File: src/source/i2c_init_pkg.sv
// Shared widths, table entry type, FSM and opcode enums, and the entry decoder for the I2C init design
`default_nettype none

package i2c_init_pkg;

    // table entry and bus widths
    localparam int ENTRY_W    = 9;
    localparam int I2C_ADDR_W = 7;
    localparam int DATA_W     = 8;

    // init table size
    localparam int ROM_LEN = 13;
    localparam int ROM_AW  = $clog2(ROM_LEN);

    // entry FIFO, depth kept a power of two so the pointers wrap on their own
    localparam int FIFO_DEPTH = 4;
    localparam int FIFO_AW    = $clog2(FIFO_DEPTH);

    // a delay entry with field d waits 2**(DELAY_BASE + d) cycles
    localparam int DELAY_BASE = 4;
    localparam int DELAY_W    = 24;

    typedef logic [ENTRY_W-1:0] init_entry_t;

    typedef enum logic [2:0] {
        OP_HALT,
        OP_START,
        OP_WRITE,
        OP_DELAY,
        OP_STOP,
        OP_INVALID
    } entry_op_e;

    typedef enum logic {
        RD_IDLE,
        RD_FETCH
    } reader_state_e;

    typedef enum logic [1:0] {
        IS_IDLE,
        IS_RUN,
        IS_DELAY
    } issuer_state_e;

    // entry encodings
    //   1 dddddddd  write data
    //   01 aaaaaaa  start write to address
    //   00001 dddd  delay
    //   001000001   send stop
    //   000000000   halt
    function automatic entry_op_e decode_entry(input init_entry_t e);
        if (e[8]) begin
            return OP_WRITE;
        end else if (e[8:7] == 2'b01) begin
            return OP_START;
        end else if (e[8:4] == 5'b00001) begin
            return OP_DELAY;
        end else if (e == 9'b001000001) begin
            return OP_STOP;
        end else if (e == 9'd0) begin
            return OP_HALT;
        end
        // includes the old multi-device codes
        return OP_INVALID;
    endfunction

endpackage

`default_nettype wire

File: src/source/init_table_reader.sv
// Init table ROM and fetch FSM; after each start it pushes table entries into the entry FIFO
`timescale 1ns/1ps
`default_nettype none

module init_table_reader (
    input  logic                      clk,
    input  logic                      rst,
    input  logic                      start,
    input  logic                      full,
    output logic                      push,
    output i2c_init_pkg::init_entry_t push_entry,
    output logic                      fetch_active
);

    i2c_init_pkg::reader_state_e         state;
    logic                                start_flag;
    logic [i2c_init_pkg::ROM_AW-1:0]     index;
    i2c_init_pkg::init_entry_t           rom_word;

    // init sequence
    always_comb begin
        case (index)
            0:       rom_word = {2'b01, 7'h50};
            1:       rom_word = {1'b1, 8'h00};
            2:       rom_word = {1'b1, 8'h04};
            3:       rom_word = {1'b1, 8'h11};
            4:       rom_word = {1'b1, 8'h22};
            // former exit-mode code, skipped by the issuer
            5:       rom_word = 9'b000000001;
            6:       rom_word = {5'b00001, 4'd1};
            7:       rom_word = {1'b1, 8'h33};
            8:       rom_word = {1'b1, 8'h44};
            9:       rom_word = 9'b001000001;
            10:      rom_word = {2'b01, 7'h51};
            11:      rom_word = {1'b1, 8'hAA};
            // halt at the end and past it
            default: rom_word = '0;
        endcase
    end

    assign fetch_active = (state == i2c_init_pkg::RD_FETCH);
    assign push         = fetch_active && !full;
    assign push_entry   = rom_word;

    always_ff @(posedge clk) begin
        if (rst) begin
            state      <= i2c_init_pkg::RD_IDLE;
            start_flag <= 1'b0;
            index      <= '0;
        end else begin
            case (state)
                i2c_init_pkg::RD_IDLE: begin
                    // start edge only counts once the flag has rearmed
                    if (start && !start_flag) begin
                        state      <= i2c_init_pkg::RD_FETCH;
                        start_flag <= 1'b1;
                        index      <= '0;
                    end
                end
                i2c_init_pkg::RD_FETCH: begin
                    if (push) begin
                        index <= index + 1'b1;
                        if (i2c_init_pkg::decode_entry(rom_word) == i2c_init_pkg::OP_HALT) begin
                            state <= i2c_init_pkg::RD_IDLE;
                        end
                    end
                end
                default: state <= i2c_init_pkg::RD_IDLE;
            endcase

            // rearm once start is seen low
            if (!start) begin
                start_flag <= 1'b0;
            end
        end
    end

endmodule

`default_nettype wire

File: src/source/init_entry_fifo.sv
// Small synchronous FIFO between the table reader and the command issuer, head shown first-word-fall-through
`timescale 1ns/1ps
`default_nettype none

module init_entry_fifo (
    input  logic                      clk,
    input  logic                      rst,
    input  logic                      push,
    input  i2c_init_pkg::init_entry_t push_entry,
    input  logic                      pop,
    output i2c_init_pkg::init_entry_t pop_entry,
    output logic                      full,
    output logic                      empty
);

    i2c_init_pkg::init_entry_t          mem [i2c_init_pkg::FIFO_DEPTH];
    logic [i2c_init_pkg::FIFO_AW-1:0]   wr_ptr;
    logic [i2c_init_pkg::FIFO_AW-1:0]   rd_ptr;
    logic [i2c_init_pkg::FIFO_AW:0]     count;
    logic                               do_push;
    logic                               do_pop;

    assign full      = (count == i2c_init_pkg::FIFO_DEPTH);
    assign empty     = (count == 0);
    assign do_push   = push && !full;
    assign do_pop    = pop && !empty;
    assign pop_entry = mem[rd_ptr];

    always_ff @(posedge clk) begin
        if (do_push) begin
            mem[wr_ptr] <= push_entry;
        end
    end

    always_ff @(posedge clk) begin
        if (rst) begin
            wr_ptr <= '0;
            rd_ptr <= '0;
            count  <= '0;
        end else begin
            if (do_push) begin
                wr_ptr <= wr_ptr + 1'b1;
            end
            if (do_pop) begin
                rd_ptr <= rd_ptr + 1'b1;
            end
            case ({do_push, do_pop})
                2'b10:   count <= count + 1'b1;
                2'b01:   count <= count - 1'b1;
                default: count <= count;
            endcase
        end
    end

endmodule

`default_nettype wire

File: src/source/init_cmd_issuer.sv
// Decodes FIFO entries into I2C master commands and transmit bytes, runs delays and reports busy
`timescale 1ns/1ps
`default_nettype none

module init_cmd_issuer (
    input  logic                                clk,
    input  logic                                rst,
    input  i2c_init_pkg::init_entry_t           pop_entry,
    input  logic                                empty,
    output logic                                pop,
    input  logic                                fetch_active,
    output logic [i2c_init_pkg::I2C_ADDR_W-1:0] cmd_address,
    output logic                                cmd_start,
    output logic                                cmd_write,
    output logic                                cmd_stop,
    output logic                                cmd_valid,
    input  logic                                cmd_ready,
    output logic [i2c_init_pkg::DATA_W-1:0]     tx_data,
    output logic                                tx_valid,
    input  logic                                tx_ready,
    output logic                                busy
);

    i2c_init_pkg::issuer_state_e        state;
    i2c_init_pkg::entry_op_e            op;
    logic [i2c_init_pkg::DELAY_W-1:0]   delay_cnt;
    logic [i2c_init_pkg::DELAY_W-1:0]   delay_load;
    logic                               cmd_xfer;

    assign op       = i2c_init_pkg::decode_entry(pop_entry);
    assign cmd_xfer = cmd_valid && cmd_ready;

    // head entry is consumed only with both output registers free
    assign pop = (state == i2c_init_pkg::IS_RUN) && !empty && !cmd_valid && !tx_valid;

    // counter loads 2**(DELAY_BASE + d) - 1 and runs down to zero inclusive
    assign delay_load = {i2c_init_pkg::DELAY_W{1'b1}}
        >> (i2c_init_pkg::DELAY_W - i2c_init_pkg::DELAY_BASE - pop_entry[3:0]);

    always_ff @(posedge clk) begin
        if (rst) begin
            state     <= i2c_init_pkg::IS_IDLE;
            delay_cnt <= '0;
            cmd_start <= 1'b0;
            cmd_write <= 1'b0;
            cmd_stop  <= 1'b0;
            cmd_valid <= 1'b0;
            tx_valid  <= 1'b0;
            busy      <= 1'b0;
        end else begin
            // command bits drop once their command has gone out
            if (cmd_xfer) begin
                cmd_start <= 1'b0;
                cmd_write <= 1'b0;
                cmd_stop  <= 1'b0;
                cmd_valid <= 1'b0;
            end
            if (tx_valid && tx_ready) begin
                tx_valid <= 1'b0;
            end

            case (state)
                i2c_init_pkg::IS_IDLE: begin
                    if (!empty) begin
                        state <= i2c_init_pkg::IS_RUN;
                    end
                end
                i2c_init_pkg::IS_RUN: begin
                    if (pop) begin
                        case (op)
                            i2c_init_pkg::OP_START: begin
                                // start rides on the next command
                                cmd_address <= pop_entry[i2c_init_pkg::I2C_ADDR_W-1:0];
                                cmd_start   <= 1'b1;
                            end
                            i2c_init_pkg::OP_WRITE: begin
                                cmd_write <= 1'b1;
                                cmd_stop  <= 1'b0;
                                cmd_valid <= 1'b1;
                                tx_data   <= pop_entry[i2c_init_pkg::DATA_W-1:0];
                                tx_valid  <= 1'b1;
                            end
                            i2c_init_pkg::OP_DELAY: begin
                                delay_cnt <= delay_load;
                                state     <= i2c_init_pkg::IS_DELAY;
                            end
                            i2c_init_pkg::OP_STOP: begin
                                cmd_start <= 1'b0;
                                cmd_write <= 1'b0;
                                cmd_stop  <= 1'b1;
                                cmd_valid <= 1'b1;
                            end
                            i2c_init_pkg::OP_HALT: begin
                                // final stop closes the sequence
                                cmd_start <= 1'b0;
                                cmd_write <= 1'b0;
                                cmd_stop  <= 1'b1;
                                cmd_valid <= 1'b1;
                                state     <= i2c_init_pkg::IS_IDLE;
                            end
                            default: begin
                                // invalid entries are dropped
                            end
                        endcase
                    end
                end
                i2c_init_pkg::IS_DELAY: begin
                    if (delay_cnt == 0) begin
                        state <= i2c_init_pkg::IS_RUN;
                    end else begin
                        delay_cnt <= delay_cnt - 1'b1;
                    end
                end
                default: state <= i2c_init_pkg::IS_IDLE;
            endcase

            // final stop still waiting for cmd_ready counts as activity
            busy <= fetch_active || !empty || (state != i2c_init_pkg::IS_IDLE)
                || cmd_valid;
        end
    end

endmodule

`default_nettype wire

File: src/source/i2c_init.sv
// Top level of the boot-time I2C initializer; connects table reader, entry FIFO and command issuer
`timescale 1ns/1ps
`default_nettype none

module i2c_init (
    input  logic                                clk,
    input  logic                                rst,
    input  logic                                start,
    output logic [i2c_init_pkg::I2C_ADDR_W-1:0] cmd_address,
    output logic                                cmd_start,
    output logic                                cmd_write,
    output logic                                cmd_stop,
    output logic                                cmd_valid,
    input  logic                                cmd_ready,
    output logic [i2c_init_pkg::DATA_W-1:0]     tx_data,
    output logic                                tx_valid,
    input  logic                                tx_ready,
    output logic                                busy
);

    logic                       push;
    logic                       pop;
    logic                       full;
    logic                       empty;
    logic                       fetch_active;
    i2c_init_pkg::init_entry_t  push_entry;
    i2c_init_pkg::init_entry_t  pop_entry;

    init_table_reader u_reader (
        .clk          (clk),
        .rst          (rst),
        .start        (start),
        .full         (full),
        .push         (push),
        .push_entry   (push_entry),
        .fetch_active (fetch_active)
    );

    init_entry_fifo u_fifo (
        .clk        (clk),
        .rst        (rst),
        .push       (push),
        .push_entry (push_entry),
        .pop        (pop),
        .pop_entry  (pop_entry),
        .full       (full),
        .empty      (empty)
    );

    init_cmd_issuer u_issuer (
        .clk          (clk),
        .rst          (rst),
        .pop_entry    (pop_entry),
        .empty        (empty),
        .pop          (pop),
        .fetch_active (fetch_active),
        .cmd_address  (cmd_address),
        .cmd_start    (cmd_start),
        .cmd_write    (cmd_write),
        .cmd_stop     (cmd_stop),
        .cmd_valid    (cmd_valid),
        .cmd_ready    (cmd_ready),
        .tx_data      (tx_data),
        .tx_valid     (tx_valid),
        .tx_ready     (tx_ready),
        .busy         (busy)
    );

endmodule

`default_nettype wire

File: config.mk
export PLATFORM = sky130hd
export DESIGN_NAME = i2c_init
export DESIGN_NICKNAME = d
export VERILOG_FILES = /design/src/source/i2c_init_pkg.sv /design/src/source/init_table_reader.sv /design/src/source/init_entry_fifo.sv /design/src/source/init_cmd_issuer.sv /design/src/source/i2c_init.sv
export SDC_FILE = /design/constraint.sdc
export NUM_CORES = 1
export LEC_CHECK = 0
export ABC_AREA = 1
export BUFFER_PORTS_ARGS = -buffer_cell sky130_fd_sc_hd__buf_2
export CAP_MARGIN = 20
export CORE_ASPECT_RATIO = 0.7
export CORE_MARGIN = 2
export CORE_UTILIZATION = 35
export CTS_CLUSTER_DIAMETER = 120
export DETAILED_ROUTE_END_ITERATION = 12
export PLACE_DENSITY = 0.48
export SLEW_MARGIN = 15
export SYNTH_ARGS = -nofsm -noshare
export SYNTH_HDL_FRONTEND = slang
export SYNTH_HIERARCHICAL = 1
export SYNTH_SLANG_ARGS = --single-unit
File: constraint.sdc
create_clock -name clk -period 7.5 [get_ports clk]
set_clock_uncertainty 0.2 [all_clocks]
set_input_delay 1.5 -clock clk [delete_from_list [all_inputs] [get_ports clk]]
set_output_delay 1.5 -clock clk [all_outputs]
set_load 0.05 [all_outputs]
==> impl_metrics.py, run 1 <==
metrics = {
    "global_routing": {
        "gr-total-overflow": 0,
        "antenna_found_initial": 0,
        "grtUsageTotal_pct": 17.22,
        "grt_pass1_vias": 4052,
        "grt_first_pass_wirelength_um": 22030,
        "grt_max_degree": 42,
    },
    "sta": {
        "finalSetupTns_ps": 0,
        "slew_headroom_pct": 34.54,
        "post-route-min-period_ps": 3290,
        "fmax_mhz": 303.9,
        "hold_violations": 0,
        "worst_pin_slew_ps": 978.3,
        "report.final.slew_viol_count": 0,
        "setup_viol": 0,
        "timing.final.crit_share_pct": 43.87,
        "rsz0062_at_grt": "no",
    },
    "synth": {
        "synth_edf_count": 51,
        "seq_area_frac_synth_pct": 47.76,
        "synth_flop_cell": "dfxtp_1",
        "synth.distinct_cells": 42,
        "ys_ff_latch": 106,
        "syn-cell-area_um2": 5512,
        "yosys_warnings": 6,
        "postSynthCellCount": 704,
        "synth_area_per_cell_um2": 7.829,
        "async_flop_share_pct": 0,
        "synth.net_count": 725,
    },
    "detailed_routing": {
        "drc_errors": 0,
        "detail-route-antenna-nets": 0,
        "wirelength_um": 13750,
        "vias_per_cell": 4.866,
        "wire_per_inst_um": 14.75,
        "drtIter0Drc": 354,
        "dr_total_vias": 4535,
        "first_pass_iters": 5,
    },
    "final_layout": {
        "final_common_cell": "nand2_1",
        "antenna_cells": 0,
        "final-seq-area_um2": 2633,
        "fin_area_um2": 6083,
        "nFillCells": 1565,
        "fin_nets": 748,
        "drive_gt1_share_pct": 12.16,
        "layout_common_cells": "170 x nand2_1, 134 x nor2_1, 80 x inv_1",
        "multi_input_area_um2": 2416,
        "areaGrowthSynthToFinish_pct": 10.37,
    },
    "clocking": {
        "htreeDepth": 3,
        "clkTransAtPathRegs_ps": 80,
        "root_buffer": "clkbuf_16",
        "clkLatencyLatePin_ps": 360,
        "postCtsResizedCells": 0,
        "clock_path_buffers": 2,
        "cts_tree": "yes",
        "ctsHoldBuffers": 0,
        "postCtsSetupRepairBufs": 0,
        "cts_sinks": 106,
        "cts_buffers": 9,
    },
    "die": {
        "fp.dieH_um": 109.0,
        "dieArea_um2": 16780,
        "start_util_pct": 35.67,
        "pin_count": 26,
        "core_um2": 15450,
        "num_rows": 38,
        "die_x_um": 154.0,
    },
    "worst_setup_path": {
        "critPathLaunchType": "register",
        "critPathBufInv": 4,
        "worstPathMaxFanout": 19,
        "setup.worst_path.class": "reg2reg",
        "worst_ep_arrival_time_ps": 3390,
        "max_stage_delay_ps": 800,
        "critPathSlowestCell": "dfxtp_1",
        "cp-end-kind": "register",
        "required_ps": 7600,
        "path_cells": "inv_6 > o21ai_0 > o22ai_1 > inv_1 > ha_1 > inv_1 > ha_1 > inv_1 > nor2_1 > o21ai_0 > nand2_1 > nor2_1 > nor2_1",
        "path_delay_family": "flip-flops",
    },
    "flow_run": {
        "max-cap-violations": 0,
    },
    "power_and_ir_drop": {
        "power.density_nw_per_um2": 354.9,
        "p_leak_nw": 2.785,
        "vdd_drop_max_v": 0.0001119,
    },
    "placement": {
        "placed_area_um2": 5773,
        "io_buffer_count": 25,
        "hpwl_um": 10040,
        "place.gp.congestion": 0.8445,
    },
    "outcome": {
        "status": "finished, final reports clean",
    },
    "min_path": {
        "hold_class": "reg2reg",
    },
}
## worst paths after layout
kind                                                         start                                   to  slack [ps]  cells after the start
worst max-delay path                                      register  u_issuer/delay_cnt[14]$_SDFFE_PP0P_        4210                     13
worst min-delay path            u_issuer/delay_cnt[0]$_SDFFE_PP0P_   u_issuer/delay_cnt[0]$_SDFFE_PP0P_         290                      2
worst max register to register                            register  u_issuer/delay_cnt[14]$_SDFFE_PP0P_        4210                     13
worst min register to register  u_issuer/delay_cnt[0]$_SDFFE_PP0P_   u_issuer/delay_cnt[0]$_SDFFE_PP0P_         290                      2
## synthesized netlist by cell type (all sizes together) (10+ instances only)
| library cell | instances | share of area, % |
|---|---|---|
| o22ai | 10 | 1.1 |
| o21ai | 45 | 4.2 |
| dfxtp | 55 | 20 |
| edfxtp | 51 | 28 |
| nand2 | 188 | 14 |
| a21oi | 19 | 2.2 |
| inv | 86 | 5.9 |
| nand3 | 51 | 4.9 |
| nand4 | 10 | 1.2 |
| ha | 15 | 3.4 |
| buf | 12 | 2.1 |
| nor2 | 140 | 10 |
## flip-flops by register name, indices dropped and copies added (netlist names), 3 cells and up, named ones only
register,count
u_fifo/count,3
u_issuer/cmd_address,7
u_reader/push_entry,8
u_reader/index,4
u_fifo/mem,36
u_issuer/delay_cnt,24
u_issuer/tx_data,8
## through the flow
stage	utilization [%]	std cells	setup WS [ps]	hold WS, ps	power (mW)
after detailed placement	37.36	916	3998	287.7	1.658
after global placement	37.36	916	4059	273.7	1.653
after floorplan	-	704	4638	253.5	1.455
after global routing	39.37	932	3854	316.1	2.340
final	39.37	932	4210	294.6	2.159
after CTS	39.37	932	4254	299.1	2.167
## worst register-to-register path: stages, from the launching register on
cell and delay [ps]:
dfxtp_1 800, inv_6 160, o21ai_0 240, o22ai_1 140
inv_1 140, ha_1 290, inv_1 90, ha_1 350
inv_1 110, nor2_1 260, o21ai_0 200, nand2_1 100
nor2_1 40, nor2_1 100
## per-layer routing
metal / part of all wire [%] / vias to the layer above / wire length, um / track usage (%)
li1: - / 2313 / - / -
met1: 54 / 2097 / 7454 / 27.24
met2: 38 / 115 / 5291 / 23.45
met3: 6.3 / 10 / 867 / 3.458
met4: 0.97 / 0 / 133 / 4.406
met5: 0 / - / 0 / 0
## cell families (layout without fill, tap and decap cells)
| family | Yosys count | count (layout) | share of synthesized area, % |
|---|---|---|---|
| buffers and inverters | 102 | 130 | 8.400 |
| AO/OA/AOI/OAI | 82 | 82 | 8.627 |
| XOR/XNOR | 3 | 3 | 0.4768 |
| adder cells (fa/ha/maj) | 16 | 16 | 3.768 |
| AND/OR/NAND/NOR | 395 | 395 | 30.96 |
| flip-flops | 106 | 106 | 47.76 |
## power breakdown
group / leakage (nW) / switching [mW] / internal [mW]
logic: 1.73 / 0.649 / 0.284
clock network: 0.146 / 0.233 / 0.266
registers: 0.911 / 0.0556 / 0.672
## cell type report
| cell class | instances | share of cell area, % |
|---|---|---|
| inverter | 88 | 5.615 |
| tap | 200 | 4.114 |
| timing repair buffer | 26 | 2.180 |
| clock buffer | 9 | 3.702 |
| clock inverter | 7 | 1.399 |
| multi-input combinational | 496 | 39.72 |
| sequential | 106 | 43.27 |
(Power assumes the default switching activity.)
==> run 2: changes to the inputs <==
--- a/config.mk
+++ b/config.mk
@@ -13,7 +13,7 @@
 export CORE_UTILIZATION = 35
 export CTS_CLUSTER_DIAMETER = 120
 export DETAILED_ROUTE_END_ITERATION = 12
-export PLACE_DENSITY = 0.48
+export PLACE_DENSITY = 0.5
 export SLEW_MARGIN = 15
 export SYNTH_ARGS = -nofsm -noshare
 export SYNTH_HDL_FRONTEND = slang
==> constraint.sdc (replaced) <==
create_clock -name clk -period 3 [get_ports clk]
set_clock_uncertainty 0.2 [all_clocks]
set_input_delay 0.6 -clock clk [delete_from_list [all_inputs] [get_ports clk]]
set_output_delay 0.6 -clock clk [all_outputs]
set_load 0.05 [all_outputs]
==> impl_metrics.py, run 2 (same netlist as run 1, synthesis figures left out) <==
metrics = {
    "sta": {
        "hold_violations": 0,
        "worst_pin_slew_ps": 480.9,
        "post-route-min-period_ps": 2702,
        "report.final.slew_viol_count": 0,
        "setup_viol": 0,
        "timing.final.crit_share_pct": 90.06,
        "finalSetupTns_ps": 0,
        "fmax_mhz": 370.1,
        "rsz0062_at_grt": "no",
        "slew_headroom_pct": 67.94,
    },
    "flow_run": {
        "max-cap-violations": 0,
    },
    "detailed_routing": {
        "wirelength_um": 13650,
        "vias_per_cell": 4.762,
        "drtIter0Drc": 358,
        "drc_errors": 0,
        "wire_per_inst_um": 14.40,
        "dr_total_vias": 4514,
        "first_pass_iters": 5,
        "detail-route-antenna-nets": 0,
    },
    "final_layout": {
        "utilization_pct": 39.95,
        "drive_gt1_share_pct": 14.04,
        "largest_reg_flops": 36,
        "antenna_cells": 0,
        "final_common_cell": "nand2_1",
        "top_regs": "u_fifo/mem (36), u_issuer/delay_cnt (24)",
        "stdcell_count": 948,
        "fin_nets": 764,
        "areaGrowthSynthToFinish_pct": 12.01,
        "regMostFlops": "u_fifo/mem",
        "fin_area_um2": 6173,
        "layout_common_cells": "170 x nand2_1, 134 x nor2_1, 80 x inv_1",
    },
    "placement": {
        "place.gp.congestion": 0.9679,
        "placed_area_um2": 5893,
        "placedCellCount": 932,
        "io_buffer_count": 25,
        "hpwl_um": 10080,
    },
    "worst_setup_path": {
        "critPathBufInv": 4,
        "cp-end-kind": "register",
        "critPathLaunchType": "register",
        "path_common_cell": "inv_1",
        "critPathSlowestCell": "dfxtp_2",
        "worst_ep_arrival_time_ps": 2750,
        "worstPathMaxFanout": 10,
        "setup.worst_path.class": "reg2reg",
        "required_ps": 3050,
        "max_stage_delay_ps": 370,
        "path_cells": "inv_1 > o21ai_0 > o22ai_1 > inv_1 > ha_1 > inv_1 > ha_1 > inv_1 > nand3_1 > a31oi_1 > and3_1 > nor2_1",
        "path_delay_family": "buffers and inverters",
    },
    "die": {
        "num_rows": 38,
        "dieArea_um2": 16780,
        "pin_count": 26,
        "start_util_pct": 35.67,
        "fp.dieH_um": 109.0,
        "core_um2": 15450,
        "die_x_um": 154.0,
    },
    "power_and_ir_drop": {
        "p_leak_nw": 2.852,
        "power.density_nw_per_um2": 860.5,
        "vdd_drop_max_v": 0.0003200,
        "p_total_mw": 5.312,
    },
    "global_routing": {
        "antenna_found_initial": 0,
        "grt_max_degree": 42,
        "grt_first_pass_wirelength_um": 21900,
        "grt_pass1_vias": 4077,
        "grtUsageTotal_pct": 17.08,
        "gr-total-overflow": 0,
    },
    "min_path": {
        "min_from": "tx_ready",
        "hold_class": "in2reg",
    },
    "clocking": {
        "postCtsSetupRepairBufs": 0,
        "htreeDepth": 3,
        "clkTransAtPathRegs_ps": 80,
        "root_buffer": "clkbuf_16",
        "postCtsResizedCells": 0,
        "ctsHoldBuffers": 0,
        "cts_tree": "yes",
        "cts_buffers": 9,
        "clock_path_buffers": 2,
        "clkLatencyLatePin_ps": 350,
        "cts_sinks": 106,
    },
    "outcome": {
        "status": "finished, final reports clean",
    },
}
==> run 2: changes by cell type in the layout (fill, tap and decap cells not counted), sizes merged <==
| cell | previous run | this run |
|---|---|---|
| clkinv | 3 | 5 |
| bufinv | 1 | 0 |
| inv | 89 | 88 |
| clkbuf | 9 | 10 |
| buf | 26 | 42 |
| clkinvlp | 2 | 1 |
==> run 2: routing by layer <==
layer	routed length [um]	track usage, %	vias to the layer above	share of wire [%]
met5	0	0	-	0
met4	127	4.005	0	0.93
met3	527	3.021	11	3.9
met2	5159	23.32	75	38
met1	7832	27.36	2090	57
li1	-	-	2338	-
==> run 2: through the flow <==
stage | worst slack, ps | hold slack [ps]
6_report | 298.3 | 241.7
5_1_grt | 8.640 | 240.3
4_1_cts | 246.4 | 223.8
3_5_place_dp | 251.6 | 273.8
3_3_place_gp | 337.4 | 269.0
2_1_floorplan | 583.3 | 253.5
==> run 2: power by group <==
group / leakage (nW) / internal (mW) / switching, mW
combinational: 1.81 / 0.740 / 1.64
clock: 0.133 / 0.573 / 0.548
sequential: 0.912 / 1.68 / 0.132
==> run 2: cell type report <==
cell class | instances | area, um^2
Clock inverter | 6 | 48.80
Clock buffer | 10 | 229.0
Inverter | 88 | 341.6
Tap cell | 200 | 250.2
Sequential cell | 106 | 2635
Fill cell | 1564 | 9279
Timing Repair Buffer | 42 | 252.7
Multi-Input combinational cell | 496 | 2416
==> run 2: worst register-to-register path, stage by stage, from the launching register on <==
cell	delay [ps]
dfxtp_2	370
inv_1	210
o21ai_0	130
o22ai_1	230
inv_1	140
ha_1	280
inv_1	100
ha_1	270
inv_1	140
nand3_1	90
a31oi_1	220
and3_1	190
nor2_1	30
==> run 2: final timing paths <==
path              cells past startpoint  slack, ps                            endpoint
setup reg to reg                     12        300  u_issuer/delay_cnt[2]$_SDFFE_PP0P_
hold / removal                        2        240        u_issuer/tx_valid$_SDFF_PP0_
hold reg to reg                       2        280  u_issuer/delay_cnt[0]$_SDFFE_PP0P_
setup / recovery                     12        300  u_issuer/delay_cnt[2]$_SDFFE_PP0P_
==> run 3: changes to the inputs <==
--- a/config.mk
+++ b/config.mk
@@ -10,10 +10,11 @@
 export CAP_MARGIN = 20
 export CORE_ASPECT_RATIO = 0.7
 export CORE_MARGIN = 2
-export CORE_UTILIZATION = 35
+export CORE_UTILIZATION = 56
 export CTS_CLUSTER_DIAMETER = 120
 export DETAILED_ROUTE_END_ITERATION = 12
-export PLACE_DENSITY = 0.5
+export MAX_ROUTING_LAYER = met4
+export PLACE_DENSITY = 0.75
 export SLEW_MARGIN = 15
 export SYNTH_ARGS = -nofsm -noshare
 export SYNTH_HDL_FRONTEND = slang
==> impl_metrics.py, run 3 (same netlist as run 1, synthesis figures left out) <==
metrics = {
    "outcome": {
        "status": "finished, final reports clean",
    },
    "clocking": {
        "root_buffer": "clkbuf_16",
        "cts_sinks": 106,
        "htreeDepth": 3,
        "cts_buffers": 9,
        "clock_path_buffers": 2,
        "cts_tree": "yes",
        "clkLatencyLatePin_ps": 350,
        "clkTransAtPathRegs_ps": 70,
    },
    "min_path": {
        "min_from": "tx_ready",
        "holdPathStages": 2,
        "min_to": "u_issuer/tx_valid$_SDFF_PP0_",
        "hold_class": "in2reg",
    },
    "final_layout": {
        "antenna_cells": 0,
        "final_common_cell": "nand2_1",
        "layout_common_cells": "170 x nand2_1, 134 x nor2_1, 80 x inv_1",
        "stdcell_count": 874,
        "fin_area_um2": 6077,
        "largest_reg_flops": 36,
        "top_regs": "u_fifo/mem (36), u_issuer/delay_cnt (24)",
        "areaGrowthSynthToFinish_pct": 10.26,
        "regMostFlops": "u_fifo/mem",
        "fin_nets": 762,
        "utilization_pct": 63.00,
        "nFillCells": 785,
        "drive_gt1_share_pct": 14.08,
    },
    "global_routing": {
        "grtUsageTotal_pct": 26.25,
        "antenna_found_initial": 0,
        "grt_max_degree": 42,
        "grt_first_pass_wirelength_um": 20750,
        "gr-total-overflow": 0,
        "grt_pass1_vias": 4185,
    },
    "placement": {
        "place_ws_ps": 210.2,
        "placedCellCount": 858,
        "io_buffer_count": 25,
        "place.gp.congestion": 0.9603,
        "placed_area_um2": 5788,
        "hpwl_um": 9252,
    },
    "sta": {
        "fmax_mhz": 368.9,
        "hold_violations": 0,
        "finalSetupTns_ps": 0,
        "rsz0062_at_grt": "no",
        "setup_viol": 0,
        "fin_ws_ps": 289.0,
        "worst_pin_slew_ps": 961.0,
        "hold_slack_ps": 244.9,
        "timing.final.crit_share_pct": 90.37,
        "post-route-min-period_ps": 2711,
        "report.final.slew_viol_count": 0,
        "slew_headroom_pct": 35.70,
    },
    "power_and_ir_drop": {
        "vdd_drop_max_v": 0.0003603,
        "power.density_nw_per_um2": 873.0,
        "p_leak_nw": 2.849,
        "p_total_mw": 5.305,
    },
    "worst_setup_path": {
        "worst_ep_arrival_time_ps": 2760,
        "cp-end-kind": "register",
        "rrSetupSlack_ps": 290,
        "critPathLaunchType": "register",
        "reg2reg_depth": 13,
        "setup.worst_path.class": "reg2reg",
        "rr_endpoint": "u_issuer/delay_cnt[9]$_SDFFE_PP0P_",
        "required_ps": 3050,
        "worstPathMaxFanout": 9,
    },
    "die": {
        "num_rows": 30,
        "dieArea_um2": 10660,
        "core_um2": 9647,
        "start_util_pct": 57.13,
        "pin_count": 26,
        "die_x_um": 122.6,
        "fp.dieH_um": 87.01,
    },
    "detailed_routing": {
        "drc_errors": 0,
        "detail-route-antenna-nets": 0,
        "wirelength_um": 12800,
        "vias_per_cell": 5.477,
        "wire_per_inst_um": 14.64,
        "drtIter0Drc": 660,
        "dr_total_vias": 4787,
        "first_pass_iters": 5,
    },
    "flow_run": {
        "max-cap-violations": 0,
    },
}
run 3: cell count changes in the layout (fill, tap and decap cells not counted):
| cell | previous run | this run |
|---|---|---|
| clkinv_4 | 3 | 1 |
| clkbuf_1 | 1 | 0 |
| inv_8 | 1 | 3 |
| ha_2 | 0 | 1 |
| dfxtp_2 | 2 | 1 |
| clkinv_2 | 1 | 3 |
| dfxtp_1 | 53 | 54 |
| clkinv_1 | 1 | 0 |
| buf_4 | 17 | 15 |
| ha_1 | 15 | 14 |
run 3: power breakdown:
| group | switching (mW) | total [mW] | internal, mW |
|---|---|---|---|
| Clock | 0.562 | 1.14 | 0.581 |
| Combinational | 1.60 | 2.34 | 0.738 |
| Sequential | 0.142 | 1.82 | 1.68 |
| Total | 2.31 | 5.31 | 3.00 |
run 3: worst max path at each step:
stage | endpoint | slack (ps) | cells after the start
floorplan | u_issuer/delay_cnt[13]$_SDFFE_PP0P_ | 580 | 15
global placement | u_issuer/delay_cnt[13]$_SDFFE_PP0P_ | 320 | 13
detailed placement | u_issuer/delay_cnt[13]$_SDFFE_PP0P_ | 210 | 13
CTS | u_issuer/delay_cnt[5]$_SDFFE_PP0P_ | 180 | 13
global route | u_issuer/delay_cnt[5]$_SDFFE_PP0P_ | 20 | 13
finish | u_issuer/delay_cnt[9]$_SDFFE_PP0P_ | 290 | 13
run 3: metal layers:
metal	vias up	GRT usage, %	routed length (um)
li1	2340	-	-
met1	2207	38.91	6256
met2	222	36.87	5340
met3	18	5.039	1057
met4	0	6.688	140
met5	-	-	0
run 3: layout make-up:
| cell class | count | area (um^2) | area share [%] |
|---|---|---|---|
| sequential | 106 | 2634 | 43.34 |
| timing repair buffer | 40 | 237.7 | 3.912 |
| clock buffer | 9 | 225.2 | 3.706 |
| inverter | 88 | 341.6 | 5.621 |
| tap | 128 | 160.2 | 2.635 |
| clock inverter | 7 | 60.06 | 0.9883 |
| multi-input combinational | 496 | 2419 | 39.80 |
run 3: repair_timing:
| action | CTS | global route |
|---|---|---|
| endpoints found under the setup margin | 0 | 14 |
| setup buffers | 0 | 0 |
| hold buffers | 0 | 0 |
| gates resized for setup | 0 | 2 |
run 3: critical path: stages, from the launching register on:
cell and delay [ps]:
dfxtp_1 370, inv_1 250, o21ai_0 150, o22ai_1 260, inv_1 150, ha_2 240
inv_1 80, ha_1 270, inv_1 160, nand2_1 80, o21ai_0 180, nand2_1 70
nor2_1 90, nor2_1 50
